==> config.mk <==
export PLATFORM = sky130hd
export DESIGN_NAME = mem_ctrl_regs
export DESIGN_NICKNAME = d
export VERILOG_FILES = /design/src/hw/data_mem_pkg.sv /design/src/hw/mem_ctrl_regs.sv
export VERILOG_INCLUDE_DIRS = /design/src /design/src/hw
export SDC_FILE = /design/constraint.sdc
export NUM_CORES = 1
export LEC_CHECK = 0
export ABC_AREA = 1
export BUFFER_PORTS_ARGS = -buffer_cell sky130_fd_sc_hd__clkbuf_2
export CAP_MARGIN = 10
export CORE_MARGIN = 1.5
export CORE_UTILIZATION = 39
export DETAILED_ROUTE_END_ITERATION = 8
export PLACE_DENSITY = 0.79
export SYNTH_ARGS = -nofsm -noshare
export SYNTH_HDL_FRONTEND = slang
export SYNTH_SLANG_ARGS = --single-unit
==> constraint.sdc <==
create_clock -name clk -period 0.9 [get_ports clk]
set_clock_uncertainty 0.15 [all_clocks]
set_input_delay 0.09 -clock clk [delete_from_list [all_inputs] [get_ports clk]]
set_output_delay 0.09 -clock clk [all_outputs]
set_load 0.01 [all_outputs]
==> src/hw/data_mem_defs.svh <==
`ifndef DATA_MEM_DEFS_SVH
`define DATA_MEM_DEFS_SVH

// words held by each byte lane, 2 KiB in total
`define DM_WORDS 512

// word index width inside one lane
`define DM_IDX_W 9

// display register, active low segments
`define DM_DISP_ADDR 32'h0000_07F8

// control register, bit 0 enables truncation
`define DM_CTRL_ADDR 32'h0000_07FC

`endif

==> src/hw/data_mem_pkg.sv <==
`include "data_mem_defs.svh"

package data_mem_pkg;

    // data word and byte address
    typedef logic [31:0] word_t;
    typedef logic [31:0] addr_t;

    // word index into one byte lane
    typedef logic [`DM_IDX_W-1:0] lane_idx_t;

    // one write enable per lane
    typedef logic [3:0] byte_en_t;

    // byte offset within a word
    typedef logic [1:0] align_t;

    typedef enum logic [1:0] {
        size_byte = 2'd0,
        size_half = 2'd1,
        size_word = 2'd2
    } mem_size_e;

endpackage

==> src/hw/mem_ctrl_regs.sv <==
`timescale 1ns/10ps
`include "data_mem_defs.svh"

module mem_ctrl_regs (
    input  logic                clk,
    input  logic                rst_n,
    input  logic                en,
    input  data_mem_pkg::addr_t addr,
    input  logic                wr_en,
    input  data_mem_pkg::word_t wr_data,
    output logic [15:0]         display_out,
    output logic                trunc_en
);

    logic wr_go;

    assign wr_go = wr_en & en;

    // segments are active low, all dark out of reset
    always_ff @(posedge clk or negedge rst_n) begin
        if (!rst_n) begin
            display_out <= 16'hFFFF;
        end else if (wr_go && addr == `DM_DISP_ADDR) begin
            display_out <= ~wr_data[15:0];
        end
    end

    // truncation on by default
    always_ff @(posedge clk or negedge rst_n) begin
        if (!rst_n) begin
            trunc_en <= 1'b1;
        end else if (wr_go && addr == `DM_CTRL_ADDR) begin
            trunc_en <= wr_data[0];
        end
    end

endmodule

==> Yosys cells after proc, flatten, opt, wreduce, memory -nomap -nowiden <==
Cells that the tools add are included.
{ "op_classes": {"add_sub_neg": 0, "n_mul": 0, "n_div": 0, "magnitude_cmp": 0, "n_eq_ne": 2, "shifts": 0, "n_mux": 0, "bitwise_logic": 2, "n_reduce_logical": 2} }
{ "ops": {"columns": ["operator", "n"], "rows": [
  ["$eq 32x11->1 const B", 2],
  ["$not 16->16", 1],
  ["$logic_and 1x1->1", 2],
  ["$and 1x1->1", 1]
]} }
{ "totals": {"register_bits": 17, "latchBits": 0, "ramBits": 0, "rom_bits": 0, "in_bits": 68, "elab_cells": 8, "memories": 0} }

==> Depth between registers and ports, before layout <==
{ "depth": {"ltp_word": 2, "mapped_depth": 9, "depth_no_buf": 8} }

==> Worst setup path after synthesis <==
No wires, ideal clock.
{ "synth_path": {"path_kind": "input port to flip-flop", "startpoint": "in addr[23]", "endpoint": "reg display_out[0]", "setup_ns": 0.076, "arrival_ns": 0.841, "required_time_ns": 0.674, "setup_slack_ns": -0.166, "stages": 9, "path_cell_list": "nor2_1 nand2_1 inv_1 nand2_1 nor2_2 nand3_2 buf_6 nand2_1 nand2_1"} }
{ "synth_between": {"elab_chain_cells": 2} }
{ "synth_lines": {"columns": ["item", "line_no", "text"], "rows": [
  ["start: declaration", "mem_ctrl_regs.sv:8", "input data_mem_pkg::addr_t addr,"],
  ["$eq 32x11->1 (no source line)", null, null],
  ["$logic_and 1x1->1 (no source line)", null, null],
  ["end signal: assignment", "mem_ctrl_regs.sv:24", "display_out <= ~wr_data[15:0];"],
  ["end: declaration", "mem_ctrl_regs.sv:11", "output logic [15:0] display_out,"]
]} }
Every way passes these cells.
A chain may end at the register's enable or synchronous reset.

==> Worst setup path in the final report <==
{ "layout_path": {"startpoint": "reg display_out[3]", "endpoint": "out display_out[3]"} }
No word-level cell between the ends.

==> impl_metrics.py <==
metrics = {
    "run": {
        "max_cap_viol_count": 0,
    },
    "yosys": {
        "synth_seq_cells": 17,
        "syn_area_um2": 1090,
        "syn_avg_cell_area_um2": 6.60,
        "ys_seq_area_share_pct": 40.8,
        "synthXorXnorAreaFrac_pct": 0,
        "synth_cell_type_count": 12,
        "netlist_instances": 166,
        "synth_compound_area_share_pct": 0,
        "yosysWarnings": 0,
        "yosys.area.top_type_share_pct": 40.8,
        "yosys.area_share.adder_pct": 0,
        "synth_top_family_by_area": "simple AND/OR/NAND/NOR gates",
        "yosysTopAreaCell": "dfstp_2",
        "synth.net_count": 234,
        "synth_area_leaders": "dfstp_2 41%, nand2_1 21%, inv_1 12%",
        "muxShareOfSynthArea_pct": 0,
        "synth-simple-area-share_pct": 44.1,
    },
    "power_and_ir_drop": {
        "peakVddDrop_v": 0.000955,
        "p_int_mw": 1.11,
        "p_comb_share_pct": 22.2,
        "switching_share_pct": 28.3,
        "p_leak_nw": 1.09,
        "powerDensity_nw_per_um2": 766,
        "p_sw_mw": 0.441,
        "p_seq_share_pct": 49.4,
        "clkPwrFrac_pct": 28.4,
    },
    "cells_and_area": {
        "fin_nets": 333,
        "final_util_pct": 74.9,
        "final_common_cell": "nand2_1",
        "area_growth_pct": 85.4,
        "stdcell_count": 296,
        "final.fill_count": 204,
        "layout_common_cells": "56 x nand2_1, 49 x clkbuf_2, 33 x inv_1",
        "drive_above_1_share_pct": 53.8,
    },
    "route": {
        "met1Wirelength_um": 1330,
        "wl_met3_um": 171,
        "vias": 1353,
        "detail-route-antenna-nets": 0,
        "firstDrtPassIters": 4,
        "drt-total-wl_um": 3590,
        "drtIter0Drc": 34,
        "routed_via_density": 4.57,
        "met2_length_um": 1970,
        "top_layer_used": "met4",
        "drc": 0,
        "wire_per_inst_um": 12.1,
    },
    "sta": {
        "fin_crit_sh_pct": 136,
        "fin_ws_ps": -325,
        "hold_violations": 0,
        "slew_violations": 0,
        "setup_viol": 32,
        "grt_setup_unrepaired": "true",
        "slew_headroom_pct": 73.0,
        "fmax_ghz": 0.816,
        "min_period_ps": 1220,
        "worst_pin_slew_ps": 405,
    },
    "worst_setup_path": {
        "cp.required_ps": 660,
        "path_buf_inv": 1,
        "reg2reg_depth": 3,
        "crit_path_start_kind": "flop",
        "crit_family": "flip-flops",
        "path_max_fanout": 2,
        "path_cells": "buf_6",
        "path_class": "reg2out",
        "cpPeakStageDelay_ps": 570,
        "worst_setup_path_end_kind": "primary output",
        "path_depth": 1,
        "crit_slowest_cell": "dfstp_2",
        "arrival_ps": 980,
    },
    "run_status": {
        "outcome": "finished, violations left",
        "violations": "negative setup slack",
    },
    "worst_hold_path": {
        "whs_path_depth": 5,
        "hold_class": "in2reg",
    },
    "floorplan": {
        "initial_utilization_pct": 40.4,
        "rows": 19,
        "io_pins": 85,
        "core_um2": 2710,
        "die_area_um2": 3130,
        "dieWidth_um": 56.0,
        "dieHeight_um": 56.0,
    },
    "global_route": {
        "antenna_found_initial": 1,
        "grt_pass1_vias": 1226,
        "grt_usage_pct": 18.6,
        "grt_pass1_wl_um": 4760,
        "grt_max_degree": 18,
        "overflow": 0,
    },
    "clock_network": {
        "cts_inserted_buffers": 3,
        "cts_root_buf": "clkbuf_4",
        "cts_tree": "yes",
        "htree_levels": 1,
        "path_clk_slew_ps": 120,
        "clock_latency_ps": 290,
        "clockBufferDepth": 2,
        "cts.sinks": 17,
    },
    "placed_design": {
        "dpl.hpwl_um": 2010,
        "gp_congestion": 0.784,
        "port_buffers": 68,
        "dp.cells": 267,
    },
}
-- power by group through the flow --
stage               Clock (mW)  Combinational [mW]  Sequential, mW
finish                   0.442               0.345           0.768
global route             0.481               0.382           0.768
CTS                      0.422               0.310           0.768
detailed placement           0               0.253           0.779
global placement             0               0.248           0.779
floorplan                    0              0.0919           0.779
-- stage by stage --
step / power (mW) / setup TNS, ps / hold slack [ps] / area (µm²) / worst slack [ps]
6_report: 1.56 / -5750 / 47.9 / 2030 / -325
4_1_cts: 1.50 / -5240 / 62.8 / 1750 / -316
3_5_place_dp: 1.03 / -4540 / 154 / 1540 / -289
3_3_place_gp: 1.03 / -4200 / 149 / 1540 / -262
5_1_grt: 1.63 / -7070 / 29.4 / 2030 / -362
2_1_floorplan: 0.871 / -1690 / -208 / 1130 / -147
-- metal layers --
layer / track usage (%) / vias to the layer above
li1: - / 680
met1: 20.2 / 615
met2: 37.0 / 48
met3: 1.86 / 10
met4: 5.78 / 0
met5: 0 / -
-- cell type report --
cell class	instances	area, µm²	area share, %
repair buffers	97	767	37.8
diodes	1	2.50	0.123
flip-flops and latches	17	447	22.0
clock buffers	3	22.5	1.11
multi-input cells	111	613	30.2
clock inverters	1	5.00	0.247
inverters	35	134	6.60
well taps	31	38.8	1.91
-- tightest hold or removal path: stages --
cell and delay (ps):
clkbuf_2 120, nor2_4 60, buf_4 150, nand3_2 60, nand2_1 40
-- Yosys cell counts --
cell     count
nand2_1     61
nand2_2      1
nand3_2      1
nor2_4       2
nand3_1     18
nor2_2       7
buf_6        3
dfstp_2     17
inv_2        1
inv_1       34
nand4_1      1
nor2_1      20
-- worst paths after layout --
check                           startpoint         endpoint  slack, ps
max                         display_out[3]   display_out[3]       -320
min                                addr[2]   display_out[6]         50
max reg2reg                 display_out[5]   display_out[5]       -120
min reg2reg                display_out[11]  display_out[11]        330
max in group asynchronous            rst_n   display_out[1]        180
min in group asynchronous            rst_n   display_out[3]        370
-- cell families after synthesis --
| family | count (synthesis) |
|---|---|
| buf+inv | 38 |
| simple gates | 111 |
| flops | 17 |
-- flip-flops by register name, indices dropped and copies added (netlist names) --
register,cells
display_out,16
trunc_en,1
-- repair_timing --
action | CTS | global route
hold endpoints to repair | 34 | 0
setup endpoints to repair | 17 | 33
hold buffers | 17 | 0
resized for setup | 0 | 62
cloned | 0 | 1
pin swaps | 1 | 30
setup buffers | 2 | 5
Power figures use the tool's default switching activity.
