[src/hw/data_mem_defs.svh]
`ifndef DATA_MEM_DEFS_SVH
`define DATA_MEM_DEFS_SVH

// words held by each byte lane, 2 KiB in total
`define DM_WORDS 512

// word index width inside one lane
`define DM_IDX_W 9

// display register, active low segments
`define DM_DISP_ADDR 32'h0000_07F8

// control register, bit 0 enables truncation
`define DM_CTRL_ADDR 32'h0000_07FC

`endif

[src/hw/data_mem_pkg.sv]
`include "data_mem_defs.svh"

package data_mem_pkg;

    // data word and byte address
    typedef logic [31:0] word_t;
    typedef logic [31:0] addr_t;

    // word index into one byte lane
    typedef logic [`DM_IDX_W-1:0] lane_idx_t;

    // one write enable per lane
    typedef logic [3:0] byte_en_t;

    // byte offset within a word
    typedef logic [1:0] align_t;

    typedef enum logic [1:0] {
        size_byte = 2'd0,
        size_half = 2'd1,
        size_word = 2'd2
    } mem_size_e;

endpackage

[src/hw/mem_lane_if.sv]
`timescale 1ns/10ps

interface mem_lane_if;

    // one enable bit per lane
    data_mem_pkg::byte_en_t  lane_we;

    // per lane word index, write byte and registered read byte
    data_mem_pkg::lane_idx_t lane_idx [4];
    logic [7:0]              lane_wdata [4];
    logic [7:0]              lane_rdata [4];

    modport steer (
        output lane_we,
        output lane_idx,
        output lane_wdata
    );

    modport bank (
        input  lane_we,
        input  lane_idx,
        input  lane_wdata,
        output lane_rdata
    );

    modport gather (
        input  lane_rdata
    );

endinterface

[src/hw/load_align.sv]
`timescale 1ns/10ps

module load_align (
    input  logic                    clk,
    input  logic                    rst_n,
    input  logic                    en,
    input  data_mem_pkg::addr_t     addr,
    input  data_mem_pkg::mem_size_e rsp_size,
    input  logic                    rsp_sext,
    input  logic                    trunc_en,
    mem_lane_if.gather              lanes,
    output data_mem_pkg::word_t     rd_data
);

    data_mem_pkg::align_t align_q;
    data_mem_pkg::word_t  rot;
    logic                 ext_bit;

    // alignment of the request whose bytes sit in the lane registers
    always_ff @(posedge clk or negedge rst_n) begin
        if (!rst_n) begin
            align_q <= '0;
        end else if (en) begin
            align_q <= addr[1:0];
        end
    end

    // byte k of the access lives in lane (k + align) mod 4
    always_comb begin
        for (int k = 0; k < 4; k++) begin
            rot[8*k +: 8] = lanes.lane_rdata[2'(k) + align_q];
        end
    end

    always_comb begin
        ext_bit = 1'b0;
        rd_data = rot;
        if (trunc_en) begin
            case (rsp_size)
                data_mem_pkg::size_byte: begin
                    ext_bit = rsp_sext & rot[7];
                    rd_data = {{24{ext_bit}}, rot[7:0]};
                end
                data_mem_pkg::size_half: begin
                    ext_bit = rsp_sext & rot[15];
                    rd_data = {{16{ext_bit}}, rot[15:0]};
                end
                default: begin
                    rd_data = rot;
                end
            endcase
        end
    end

endmodule

[src/flat_wrapper.sv]
// flat-port wrapper written by rule: the top's interface ports become plain ports
module load_align_flat 
  (clk, rst_n, en, addr, rsp_size, rsp_sext, trunc_en, rd_data, lanes_lane_rdata);
  mem_lane_if lanes_i ();
  input  logic clk;
  input  logic rst_n;
  input  logic en;
  input  data_mem_pkg::addr_t addr;
  input  data_mem_pkg::mem_size_e rsp_size;
  input  logic rsp_sext;
  input  logic trunc_en;
  output data_mem_pkg::word_t rd_data;
  input wire logic [$bits(lanes_i.lane_rdata)-1:0] lanes_lane_rdata;
  assign lanes_i.lane_rdata = {>>{lanes_lane_rdata}};
  load_align u_core (.clk(clk), .rst_n(rst_n), .en(en), .addr(addr), .rsp_size(rsp_size), .rsp_sext(rsp_sext), .trunc_en(trunc_en), .lanes(lanes_i), .rd_data(rd_data));
endmodule
[config.mk]
export PLATFORM = sky130hd
export DESIGN_NAME = load_align_flat
export DESIGN_NICKNAME = d
export VERILOG_FILES = /design/src/hw/data_mem_pkg.sv /design/src/hw/mem_lane_if.sv /design/src/hw/load_align.sv /design/src/flat_wrapper.sv
export VERILOG_INCLUDE_DIRS = /design/src /design/src/hw
export SDC_FILE = /design/constraint.sdc
export NUM_CORES = 1
export LEC_CHECK = 0
export CAP_MARGIN = 0
export CORE_UTILIZATION = 35
export CTS_BUF_LIST = sky130_fd_sc_hd__clkbuf_4 sky130_fd_sc_hd__clkbuf_8
export DETAILED_ROUTE_END_ITERATION = 10
export DONT_BUFFER_PORTS = 1
export PLACE_DENSITY = 0.52
export SLEW_MARGIN = 20
export SYNTH_ARGS = -nofsm -noshare
export SYNTH_HDL_FRONTEND = slang
export SYNTH_SLANG_ARGS = --single-unit
[constraint.sdc]
create_clock -name clk -period 2.3 [get_ports clk]
set_input_delay 0.575 -clock clk [delete_from_list [all_inputs] [get_ports clk]]
set_output_delay 0.575 -clock clk [all_outputs]
set_load 0.02 [all_outputs]
# Word level (Yosys, flattened, before mapping)
# Cells that the tools add are included.
# totals
latch_bits,0
reg_bits,2
romBits,0
ramBits,0
n_memories,0
out_inout_bits,32
# classes
n_reduce_logical,1
mul,0
div,0
muxes,14
n_shift,0
add_sub_neg,3
n_eq_ne,1
order_cmp,4
n_bitwise,6
# ops
cell,n
$bmux 8 s2,4
$mux 8,8
$pmux 32 s2,1
$mux 32,1
$ge 3x3->1 const B,4
$not 2->3,4
$add 2x2->2 const A,2
$add 1x2->2 const A,1
$and 1x1->1,2
$eq 2x1->1 const B,1
$logic_not 2->1,1

# Logic depth before layout (Yosys ltp)
# depth
depth_word,8
depth_mapped,5
depth_no_buf,3

# Worst setup path before layout
# Ideal clock, no wire load.
# synth_path
path_kind,input to output
from,input port lanes_lane_rdata[7]
to,output port rd_data[21]
stages,4
required_time_ps,1725
arrival_time_ps,1869
slack_ps,-144
cell_sequence,mux4_2 -> a32oi_4 -> buf_6 -> o221ai_1
# synth_via
elab_chain_len,6
elab_cells_between_ends,10
cone_classes,mux: 8; bitwise: 2
# synth_lines
item,line,text
"start, declared",flat_wrapper.sv:13,input wire logic [$bits(lanes_i.lane_rdata)-1:0] lanes_lane_rdata;
$bmux 8 s2,load_align.sv:31,rot[8*k +: 8] = lanes.lane_rdata[2'(k) + align_q];
$mux 8 (not written as such) (2 in series),load_align.sv:31,
$and 1x1->1 (on tied branches),"load_align.sv:45, load_align.sv:41",
$pmux 32 s2 (*),load_align.sv:39,case (rsp_size)
$mux 32 (*),load_align.sv:38,if (trunc_en) begin
"end, declared",flat_wrapper.sv:12,output data_mem_pkg::word_t rd_data;
# Mark *: on every way between the ends. The rest lies on a longest branch, timed or not. The select of a mux whose other input is x is not followed.

# Worst setup path after layout
# layout_path
from,register u_core.align_q[1]
to,output port rd_data[20]
# layout_via
elab_chain_len,8
elab_cells_between_ends,18
cone_classes,add/sub: 2; mux: 11; bitwise: 5
# layout_lines
item,line,text
"start, declared",load_align.sv:15,data_mem_pkg::align_t align_q;
"start signal, assigned",load_align.sv:24,align_q <= addr[1:0];
$add 1x2->2,load_align.sv:31,
$not 2->3 (not written as such),load_align.sv:31,
$bmux 8 s2,load_align.sv:31,
$mux 8 (not written as such) (2 in series),load_align.sv:31,
$and 1x1->1,load_align.sv:45,ext_bit = rsp_sext & rot[15];
$pmux 32 s2,load_align.sv:39,
$mux 32 (*),load_align.sv:38,
# Marks and branches as above.

==> summary.txt <==
Outcome
  – Status: finished with violations
  – Failing checks: negative setup slack

Placement
  – DP HPWL: 2.18 mm
  – GPL Wtd Cong: between 0.7 and 0.8
  – Port buffer count: 0
  – Inst Count DP: 149

Drt
  – Iter 0 DRT Violations: 4
  – Via count: approximately 1k
  – Avg WL per Cell: about 19 µm
  – Detailed Routing Iterations Pass 1: 4
  – DRC: 0
  – Final wirelength: 3.04 mm
  – Routed vias/inst: between 6 and 7
  – Antenna Nets Post-Route: 0

Clock tree
  – H-tree depth: 1
  – CTS Buffer Depth: 2
  – Clock latency on the worst-skew pair: between 0.2 and 0.25 ns
  – TritonCTS Buffers: 3
  – Root buffer cell: clkbuf_4
  – Clk slew on worst S/H paths: around 0.03 ns
  – CTS tree: done
  – Clock sink total: 2
  – Hold Buf Count CTS: 0

Worst setup path
  – CP startpoint kind: flop
  – Reg-to-Reg End: u_core.align_q[1]$_DFFE_PN0P_
  – Req. time, crit path: approximately 1.7 ns
  – Critical Path End Type: primary output
  – Critical Path End: rd_data[20]
  – Kind of critical path: flop to primary output
  – Crit. Startpoint: u_core.align_q[1]$_DFFE_PN0P_
  – Worst EP arrival: around 1.9 ns
  – Depth of the worst register-to-register path: 3
  – Worst r2r src: u_core.align_q[1]$_DFFE_PN0P_
  – CP max FO: 8
  – R2r setup slk: about 1.2 ns

Yosys
  – Top post-synthesis cells by count: mux2i_1 (38), o221ai_1 (16), and2_1 (7), nor2b_1 (7), o31ai_1 (7)
  – Top-area cell type share of the netlist area: 0.414
  – Netlist area before placement: just over 900 µm²
  – Top_reg_cell synth: dfrtp_1
  – Cells after Synth: between 100 and 150
  – Synth top area cells: mux2i_1 (41%), o221ai_1 (15%), o31ai_1 (5.7%)
  – Post-Synthesis Net Count: 172
  – Post-synth cell types: 19
  – Post-synthesis sequential area ratio: 0.0545
  – Synth warn: 0
  – Ys async rst share: 1.00
  – Yosys reg bits: 2
  – Number of flops mapped to enable cells by yosys: 0
  – Most numerous cell in the Yosys netlist: mux2i_1
  – Mean Syn Cell Area: about 9 µm²
  – Area leader, netlist: mux2i_1

Floorplan
  – Die X: ~53 µm
  – Site Rows: 18
  – Initial Util: 0.371
  – Die area: 2830 µm²
  – Core ar.: between 2000 and 2500 µm²
  – Die height: between 50 and 60 µm
  – Ports: 103

Timing
  – Min Tclk post-route: 2.47 ns
  – Worst clock skew: 0 ns
  – Final Hold Fails: 0
  – Final period util: 1.07
  – Final worst slack: -0.170 ns
  – Slew @ Worst Pin: 0.466 ns
  – Final setup viols: 16
  – Unrepaired setup endpoints after global routing: true
  – Slew Viols, Final: 0
  – Worst relative slew slack: 0.681
  – Highest clock rate: between 0.4 and 0.5 GHz

Global route
  – Global-route wire length before repair: between 4 and 5 mm
  – Total GRT Usage: 0.230
  – Vias in the first global route: 1058
  – GRT Residual Overflow: 0
  – Largest net degree at the start of global routing: 24
  – Initial antenna violation count: 0

Job
  – Max-cap viol count: 0

Finish
  – Nets: 202
  – Share of layout cells above drive strength 1: 0.554
  – Area grow syn2layout: 71.9%
  – Largest register FFs: 2
  – ANT cells: 0
  – Finished Layout Cells: 160
  – Largest Register: u_core.align_q
  – Regs by FF count: u_core.align_q x2

Power
  – Total power draw: 754 µW
  – Pwr Density: 477 nW/µm²
  – Leakage: around 0.00064 µW
  – Maximum VDD drop: a little over 0.3 mV

Min path
  – HP Class: primary input to async pin
## power by group
group	total, µW	internal (µW)	switching [µW]	leakage [µW]
clock network	99.6	76.4	23.2	0.0000184
logic	611	266	344	0.000603
registers	43.5	39.4	4.16	0.0000224
total	754	382	372	0.000644
## repair_timing
item | CTS | global route
gates cloned | 1 | 0
pin swaps | 1 | 1
endpoints found under the setup margin | 24 | 24
buffers inserted | 8 | 0
resized for setup | 34 | 8
## worst max-delay path, stage by stage, from the launching register on
cell	delay, ns
dfrtp_2	0.38
mux4_2	0.55
a32oi_4	0.27
buf_6	0.19
o221ai_2	0.10
buf_4	0.17
## placed cells by master (no fill, tap or decap), drive strengths merged
master,instances
a32oi,1
and2,7
and4b,1
buf,36
clkbuf,4
dfrtp,2
mux2,2
mux2i,38
mux4,2
nand2,2
nand2b,2
nand3,1
nor2b,7
nor3b,1
o21ai,1
o221ai,16
o31ai,7
## kinds of logic (layout without fill, tap and decap cells)
logic type / Yosys count / in the layout / share of synthesized area
buffers and inverters: 11 / 40 / 0.0654
AND/OR/NAND/NOR: 21 / 21 / 0.147
multiplexers: 42 / 42 / 0.488
flip-flops: 2 / 2 / 0.0545
AO/OA/AOI/OAI: 25 / 25 / 0.245
## routing by layer
layer  vias up  part of all wire  global-route usage
met5         -                 0                   0
met3         4             0.066              0.0431
met1       479              0.39               0.259
met2        45              0.53               0.415
met4         0            0.0089              0.0921
li1        476                 -                   -
## worst min path at each step
| stage | end | slack, ns | start | depth (start not counted) |
|---|---|---|---|---|
| finish | u_core.align_q[1]$_DFFE_PN0P_ | 0.04 | rst_n | 0 |
| global route | u_core.align_q[1]$_DFFE_PN0P_ | 0.02 | rst_n | 0 |
| CTS | u_core.align_q[1]$_DFFE_PN0P_ | 0.04 | rst_n | 0 |
| detailed placement | u_core.align_q[1]$_DFFE_PN0P_ | 0.28 | rst_n | 0 |
| global placement | u_core.align_q[1]$_DFFE_PN0P_ | 0.28 | rst_n | 0 |
| floorplan | u_core.align_q[0]$_DFFE_PN0P_ | 0.28 | rst_n | 0 |
## cell type report
cell class / count / area (µm²)
multi-input cells: 88 / 1120
fillers: 190 / 898
repair buffers: 36 / 342
flip-flops and latches: 2 / 51.3
well taps: 30 / 37.5
clock buffers: 4 / 30.0
## per-stage QoR
step	setup TNS, ns	instance area (µm²)	hold slack [ns]	worst slack [ns]	util
floorplan	-0.429	982	0.279	-0.0417	-
global placement	-0.362	1230	0.279	-0.0516	0.495
finish	-2.20	1580	0.0420	-0.170	0.637
detailed placement	-0.277	1230	0.279	-0.0474	0.495
CTS	-2.75	1570	0.0351	-0.185	0.635
global route	-3.92	1580	0.0155	-0.254	0.637
Note: power is estimated with default switching activity, not from simulation.
