===== src/hw/data_mem_defs.svh =====
`ifndef DATA_MEM_DEFS_SVH
`define DATA_MEM_DEFS_SVH

// words held by each byte lane, 2 KiB in total
`define DM_WORDS 512

// word index width inside one lane
`define DM_IDX_W 9

// display register, active low segments
`define DM_DISP_ADDR 32'h0000_07F8

// control register, bit 0 enables truncation
`define DM_CTRL_ADDR 32'h0000_07FC

`endif


===== src/hw/data_mem_pkg.sv =====
`include "data_mem_defs.svh"

package data_mem_pkg;

    // data word and byte address
    typedef logic [31:0] word_t;
    typedef logic [31:0] addr_t;

    // word index into one byte lane
    typedef logic [`DM_IDX_W-1:0] lane_idx_t;

    // one write enable per lane
    typedef logic [3:0] byte_en_t;

    // byte offset within a word
    typedef logic [1:0] align_t;

    typedef enum logic [1:0] {
        size_byte = 2'd0,
        size_half = 2'd1,
        size_word = 2'd2
    } mem_size_e;

endpackage


===== src/hw/mem_lane_if.sv =====
`timescale 1ns/10ps

interface mem_lane_if;

    // one enable bit per lane
    data_mem_pkg::byte_en_t  lane_we;

    // per lane word index, write byte and registered read byte
    data_mem_pkg::lane_idx_t lane_idx [4];
    logic [7:0]              lane_wdata [4];
    logic [7:0]              lane_rdata [4];

    modport steer (
        output lane_we,
        output lane_idx,
        output lane_wdata
    );

    modport bank (
        input  lane_we,
        input  lane_idx,
        input  lane_wdata,
        output lane_rdata
    );

    modport gather (
        input  lane_rdata
    );

endinterface


===== src/hw/store_steer.sv =====
`timescale 1ns/10ps
`include "data_mem_defs.svh"

module store_steer (
    input  data_mem_pkg::addr_t     addr,
    input  logic                    wr_en,
    input  data_mem_pkg::mem_size_e req_size,
    input  data_mem_pkg::word_t     wr_data,
    input  logic                    en,
    mem_lane_if.steer               lanes
);

    data_mem_pkg::lane_idx_t idx_base;
    data_mem_pkg::lane_idx_t idx_next;
    data_mem_pkg::align_t    align;
    data_mem_pkg::byte_en_t  be_base;
    logic                    wr_go;

    assign idx_base = addr[`DM_IDX_W+1:2];
    assign align    = addr[1:0];

    // index width matches the lane depth, so +1 wraps to word 0
    assign idx_next = idx_base + 1'b1;

    assign wr_go = wr_en & en;

    always_comb begin
        case (req_size)
            data_mem_pkg::size_byte: be_base = 4'b0001;
            data_mem_pkg::size_half: be_base = 4'b0011;
            data_mem_pkg::size_word: be_base = 4'b1111;
            default:                 be_base = 4'b0000;
        endcase
    end

    // lane i carries the request byte at offset (i - align) mod 4
    always_comb begin
        logic [1:0] src;
        src = '0;
        for (int i = 0; i < 4; i++) begin
            src                 = 2'(i) - align;
            lanes.lane_wdata[i] = wr_data[8*src +: 8];
            lanes.lane_we[i]    = be_base[src] & wr_go;
            // lanes below the alignment point spill into the next word
            if (2'(i) < align) begin
                lanes.lane_idx[i] = idx_next;
            end else begin
                lanes.lane_idx[i] = idx_base;
            end
        end
    end

endmodule


===== src/flat_wrapper.sv =====
// flat-port wrapper written by rule: the top's interface ports become plain ports
module store_steer_flat 
  (addr, wr_en, req_size, wr_data, en, lanes_lane_we, lanes_lane_idx, lanes_lane_wdata);
  mem_lane_if lanes_i ();
  input  data_mem_pkg::addr_t addr;
  input  logic wr_en;
  input  data_mem_pkg::mem_size_e req_size;
  input  data_mem_pkg::word_t wr_data;
  input  logic en;
  output wire logic [$bits(lanes_i.lane_we)-1:0] lanes_lane_we;
  output wire logic [$bits(lanes_i.lane_idx)-1:0] lanes_lane_idx;
  output wire logic [$bits(lanes_i.lane_wdata)-1:0] lanes_lane_wdata;
  assign lanes_lane_we = lanes_i.lane_we;
  assign lanes_lane_idx = {>>{lanes_i.lane_idx}};
  assign lanes_lane_wdata = {>>{lanes_i.lane_wdata}};
  store_steer u_core (.addr(addr), .wr_en(wr_en), .req_size(req_size), .wr_data(wr_data), .en(en), .lanes(lanes_i));
endmodule

===== config.mk =====
export PLATFORM = sky130hd
export DESIGN_NAME = store_steer_flat
export DESIGN_NICKNAME = d
export VERILOG_FILES = /design/src/hw/data_mem_pkg.sv /design/src/hw/mem_lane_if.sv /design/src/hw/store_steer.sv /design/src/flat_wrapper.sv
export VERILOG_INCLUDE_DIRS = /design/src /design/src/hw
export SDC_FILE = /design/constraint.sdc
export NUM_CORES = 1
export LEC_CHECK = 0
export BUFFER_PORTS_ARGS = -buffer_cell sky130_fd_sc_hd__buf_2
export CAP_MARGIN = 20
export CORE_MARGIN = 2
export CORE_UTILIZATION = 42
export DETAILED_ROUTE_END_ITERATION = 7
export PLACE_DENSITY = 0.95
export SLEW_MARGIN = 0
export SYNTH_ARGS = -nofsm -noshare
export SYNTH_HDL_FRONTEND = slang
export SYNTH_SLANG_ARGS = --single-unit

===== constraint.sdc =====
create_clock -name vclk -period 5.21
set_clock_uncertainty 0.1 [all_clocks]
set_input_delay 0.521 -clock vclk [all_inputs]
set_output_delay 0.521 -clock vclk [all_outputs]
set_load 0.1 [all_outputs]

## After elaboration in Yosys (flattened, before gate mapping)

Index checks and enable logic that the tools add are counted.

| storage, ports and cells | value |
|---|---|
| flip-flop bits (word level) | 0 |
| output and inout port bits | 72 |
| logic and storage cells | 38 |

| cells by class | value |
|---|---|
| $add $sub $neg | 5 |
| $lt $le $gt $ge | 8 |
| eq/ne operators | 2 |
| shifts and indexed selects | 4 |
| mux-type cells | 13 |
| bitwise gates (word level) | 5 |
| reductions and logical operators | 1 |

Operators by type and width:

| operator | count |
|---|---|
| variable part select 32 x 6 -> 8 bit | 4 |
| two-way mux 9 bit | 4 |
| less-than comparator 2 x 3 -> 1 bit, second input constant | 4 |
| case mux 4 bit (3 select lines) | 1 |
| adder 9 x 1 -> 9 bit, second input constant | 1 |
| binary-select mux 1 bit (select 2 bit) | 4 |
| bitwise AND 1 bit | 5 |
| less-than comparator 1 x 2 -> 1 bit, first input constant | 2 |
| less-than comparator 2 bit, first input constant | 2 |
| two-way mux 1 bit | 4 |
| subtractor 1 x 2 -> 2 bit, first input constant | 2 |
| subtractor 2 bit, first input constant | 2 |
| == test 2 x 1 -> 1 bit, second input constant | 1 |
| == test 2 bit, second input constant | 1 |
| zero test 2 bit | 1 |

## Logic depth before layout (Yosys ltp)

| logic depth | value |
|---|---|
| word-level depth | 5 |
| mapped depth | 8 |

## Worst setup path after synthesis

Ideal clock, no wire load.

| timing | value |
|---|---|
| kind | in2out |
| from | in addr[0] |
| to | out lanes_lane_idx[35] |
| data arrival time | 2.997 ns |
| data required time | 4.589 ns |
| path slack | 1.592 ns |
| stages on the path | 7 |
| path buffers | 2 |
| cells stage by stage | buf_6 > buf_4 > inv_1 > ha_1 > nand2b_1 > nor3_1 > xor2_1 |

| on the way | value |
|---|---|
| word-level cells in the longest chain between the ends | 2 |

Ends and longest elaborated chain:

| what | line | source |
|---|---|---|
| start: declaration | flat_wrapper.sv:5 | `input data_mem_pkg::addr_t addr;` |
| less-than comparator 1 x 2 -> 1 bit | store_steer.sv:45 | `if (2'(i) < align) begin` |
| two-way mux 9 bit | store_steer.sv:45 |  |
| end: declaration | flat_wrapper.sv:11 | `output wire logic [$bits(lanes_i.lane_idx)-1:0] lanes_lane_idx;` |

No other way between the ends.

## Worst setup path in the final report

| timing | value |
|---|---|
| from | in addr[1] |
| to | out lanes_lane_wdata[14] |

| on the way | value |
|---|---|
| word-level cells in the longest chain between the ends | 2 |

Ends and longest elaborated chain:

| what | line | source |
|---|---|---|
| subtractor 2 bit | store_steer.sv:41 | `src = 2'(i) - align;` |
| variable part select 32 x 6 -> 8 bit | store_steer.sv:42 | `lanes.lane_wdata[i] = wr_data[8*src +: 8];` |
| end: declaration | flat_wrapper.sv:12 | `output wire logic [$bits(lanes_i.lane_wdata)-1:0] lanes_lane_wdata;` |

No other way between the ends.

==> results.py <==
metrics = {
    "run_status": {
        "status": "complete, no violations",
    },
    "pwr": {
        "p_leak_uw": 0.000956,
        "powerDensity_nw_per_um2": 282,
        "ir_worst_vdd_mv": 0.142,
        "power_uw": 549,
    },
    "die": {
        "num_rows": 21,
        "core_um2": 3390,
        "start_util_pct": 44.1,
        "die_h_um": 63.7,
        "die_w_um": 63.7,
        "fp.dieArea_um2": 4060,
        "ios": 140,
    },
    "run": {
        "max-cap-violations": 0,
    },
    "global_route": {
        "grt_pass1_wl_um": 5970,
        "antenna_found_initial": 1,
        "grt_overflow_total": 0,
        "track_usage_pct": 17.5,
        "grt_max_degree": 37,
        "first_global_vias": 1369,
    },
    "synthesis": {
        "seq_area_frac_synth_pct": 0,
        "synthDistinctLibCells": 24,
        "synth_cells": 132,
        "yosysTopAreaCellShare_pct": 40.6,
        "syn_area_per_cell_um2": 11.3,
        "syn_nets": 205,
        "yosysTopAreaCell": "mux4_2",
        "synth_warnings": 0,
        "syn_area_um2": 1500,
        "synthTopCellsByArea": "mux4_2, xor2_1, mux4_1, buf_4, ha_1",
    },
    "worst_setup_path": {
        "startpoint_type": "input port",
        "criticalPathCategory": "in2out",
        "max_stage_delay_ns": 0.81,
        "cp-end-kind": "output port",
        "cpMaxStageDelayCell": "ha_1",
        "cp_common_cell": "buf_2",
        "worstPathRequired_ns": 4.59,
        "worstPathMaxFanout": 24,
        "crit_arrival_ns": 2.87,
        "crit_chain": "buf_2 > inv_1 > ha_1 > mux4_2 > buf_2",
        "cp-startpoint": "addr[1]",
        "crit_path_end": "lanes_lane_wdata[14]",
    },
    "route": {
        "drt-pass1-iter-count": 4,
        "wl_per_cell_um": 13.4,
        "ant_nets": 0,
        "vias": 1492,
        "wl_um": 3690,
        "route.detailed.drc": 0,
        "viasPerCell": 5.43,
        "drt_iter0_drc": 66,
    },
    "timing": {
        "slew_violations": 0,
        "setup_viol": 0,
        "period_minus_slack_ns": 3.49,
        "tightest_slew_ns": 0.740,
        "min_period_over_period_pct": 66.9,
        "finalSetupTns_ns": 0,
        "slew_headroom_pct": 50.7,
        "hold_violations": 0,
        "fmax_mhz": 287,
        "grt_setup_unrepaired": "false",
    },
    "cells_and_area": {
        "nFlopsAndLatches": 0,
        "clock_buffers": 0,
        "drive_gt1_share_pct": 66.7,
        "nets": 303,
        "fillers": 279,
        "areaGrowthSynthToFinish_pct": 30.0,
        "seq_area_um2": 0,
    },
    "placed_design": {
        "dp_hpwl_um": 3090,
        "io_buffers": 119,
        "place.gp.congestion": 0.847,
    },
    "clocking": {
        "postCtsSetupBuffers": 0,
        "ctsResizeCount": 0,
        "hold_buffers": 0,
    },
    "worst_hold_path": {
        "hold_depth": 2,
        "min-delay-path-class": "in2out",
    },
}
-- power breakdown --
group,leakage [uW],internal [uW],switching [uW]
Combinational,0.000956,103,446
Sequential,0,0,0
Clock,0.00000000634,0.0000256,0
Total,0.000956,103,446
-- kinds of logic after synthesis --
kind of cell	synth area share (%)
XOR/XNOR	14.0
buffers and inverters	15.0
multiplexers	55.0
adder cells (fa/ha/maj)	4.18
AND/OR/NAND/NOR	11.4
AO/OA/AOI/OAI	0.334
-- per-stage QoR --
stage	hold slack, ns	util (%)	area, um2	setup WS [ns]	instances
finish	1.36	57.4	1950	1.72	275
global route	1.37	57.3	1940	1.55	274
CTS	1.36	57.3	1940	1.64	274
detailed placement	1.36	57.3	1940	1.64	274
global placement	1.36	57.3	1940	1.65	274
floorplan	1.15	-	1500	1.59	132
-- critical path: cells and delay by family --
| kind | cells | cell delay (ns) |
|---|---|---|
| buffers and inverters | 3 | 0.94 |
| adder cells (fa/ha/maj) | 1 | 0.81 |
| multiplexers | 1 | 0.58 |
-- synthesized netlist by cell type --
| cell | n |
|---|---|
| buf_8 | 1 |
| buf_2 | 3 |
| xor2_1 | 17 |
| nand2b_1 | 1 |
| nand3_1 | 1 |
| nor3_1 | 5 |
| nand2_4 | 1 |
| nor2_1 | 13 |
| buf_6 | 3 |
| inv_1 | 3 |
| nand4_1 | 5 |
| clkbuf_2 | 1 |
| or3_1 | 1 |
| a21oi_1 | 1 |
| mux2_2 | 3 |
| ha_1 | 5 |
| mux2i_1 | 5 |
| nand3_2 | 1 |
| xnor2_1 | 7 |
| mux4_2 | 27 |
| nand2_1 | 7 |
| mux4_1 | 5 |
| buf_4 | 14 |
| buf_12 | 2 |
-- per-layer routing --
layer	GRT usage [%]	wire, um	vias up
met5	0	0	-
met4	0.815	14	0
met3	1.96	265	2
met2	35.3	2030	70
met1	20.3	1380	719
li1	-	-	701
-- final cells by class --
cell class	count	area (um2)	share of cell area, %
multi-input cells	105	1270	65.3
diodes	1	2.50	0.129
well taps	46	57.6	2.96
inverters	3	11.3	0.579
repair buffers	120	603	31.0
-- layout by cell type (no fill, tap or decap) --
master,netlist,routed
a21oi_1,1,1
buf_2,3,119
buf_4,14,1
diode_2,0,1
ha_1,5,5
inv_1,3,3
mux2_2,3,3
mux2i_1,5,5
mux4_1,5,5
mux4_2,27,27
nand2_1,7,7
nand2_4,1,1
nand2b_1,1,1
nand3_1,1,1
nand3_2,1,1
nand4_1,5,5
nor2_1,13,13
nor3_1,5,5
or3_1,1,1
xnor2_1,7,7
xor2_1,17,17
-- how the worst min path moves through the flow --
stage | start | to | slack, ns
2_1_floorplan | addr[2] | lanes_lane_idx[0] | 1.15
3_3_place_gp | addr[10] | lanes_lane_idx[8] | 1.36
3_5_place_dp | addr[10] | lanes_lane_idx[8] | 1.36
4_1_cts | addr[10] | lanes_lane_idx[8] | 1.36
5_1_grt | addr[10] | lanes_lane_idx[8] | 1.37
6_report | addr[10] | lanes_lane_idx[8] | 1.36
Note: power is estimated with default switching activity, not from simulation.
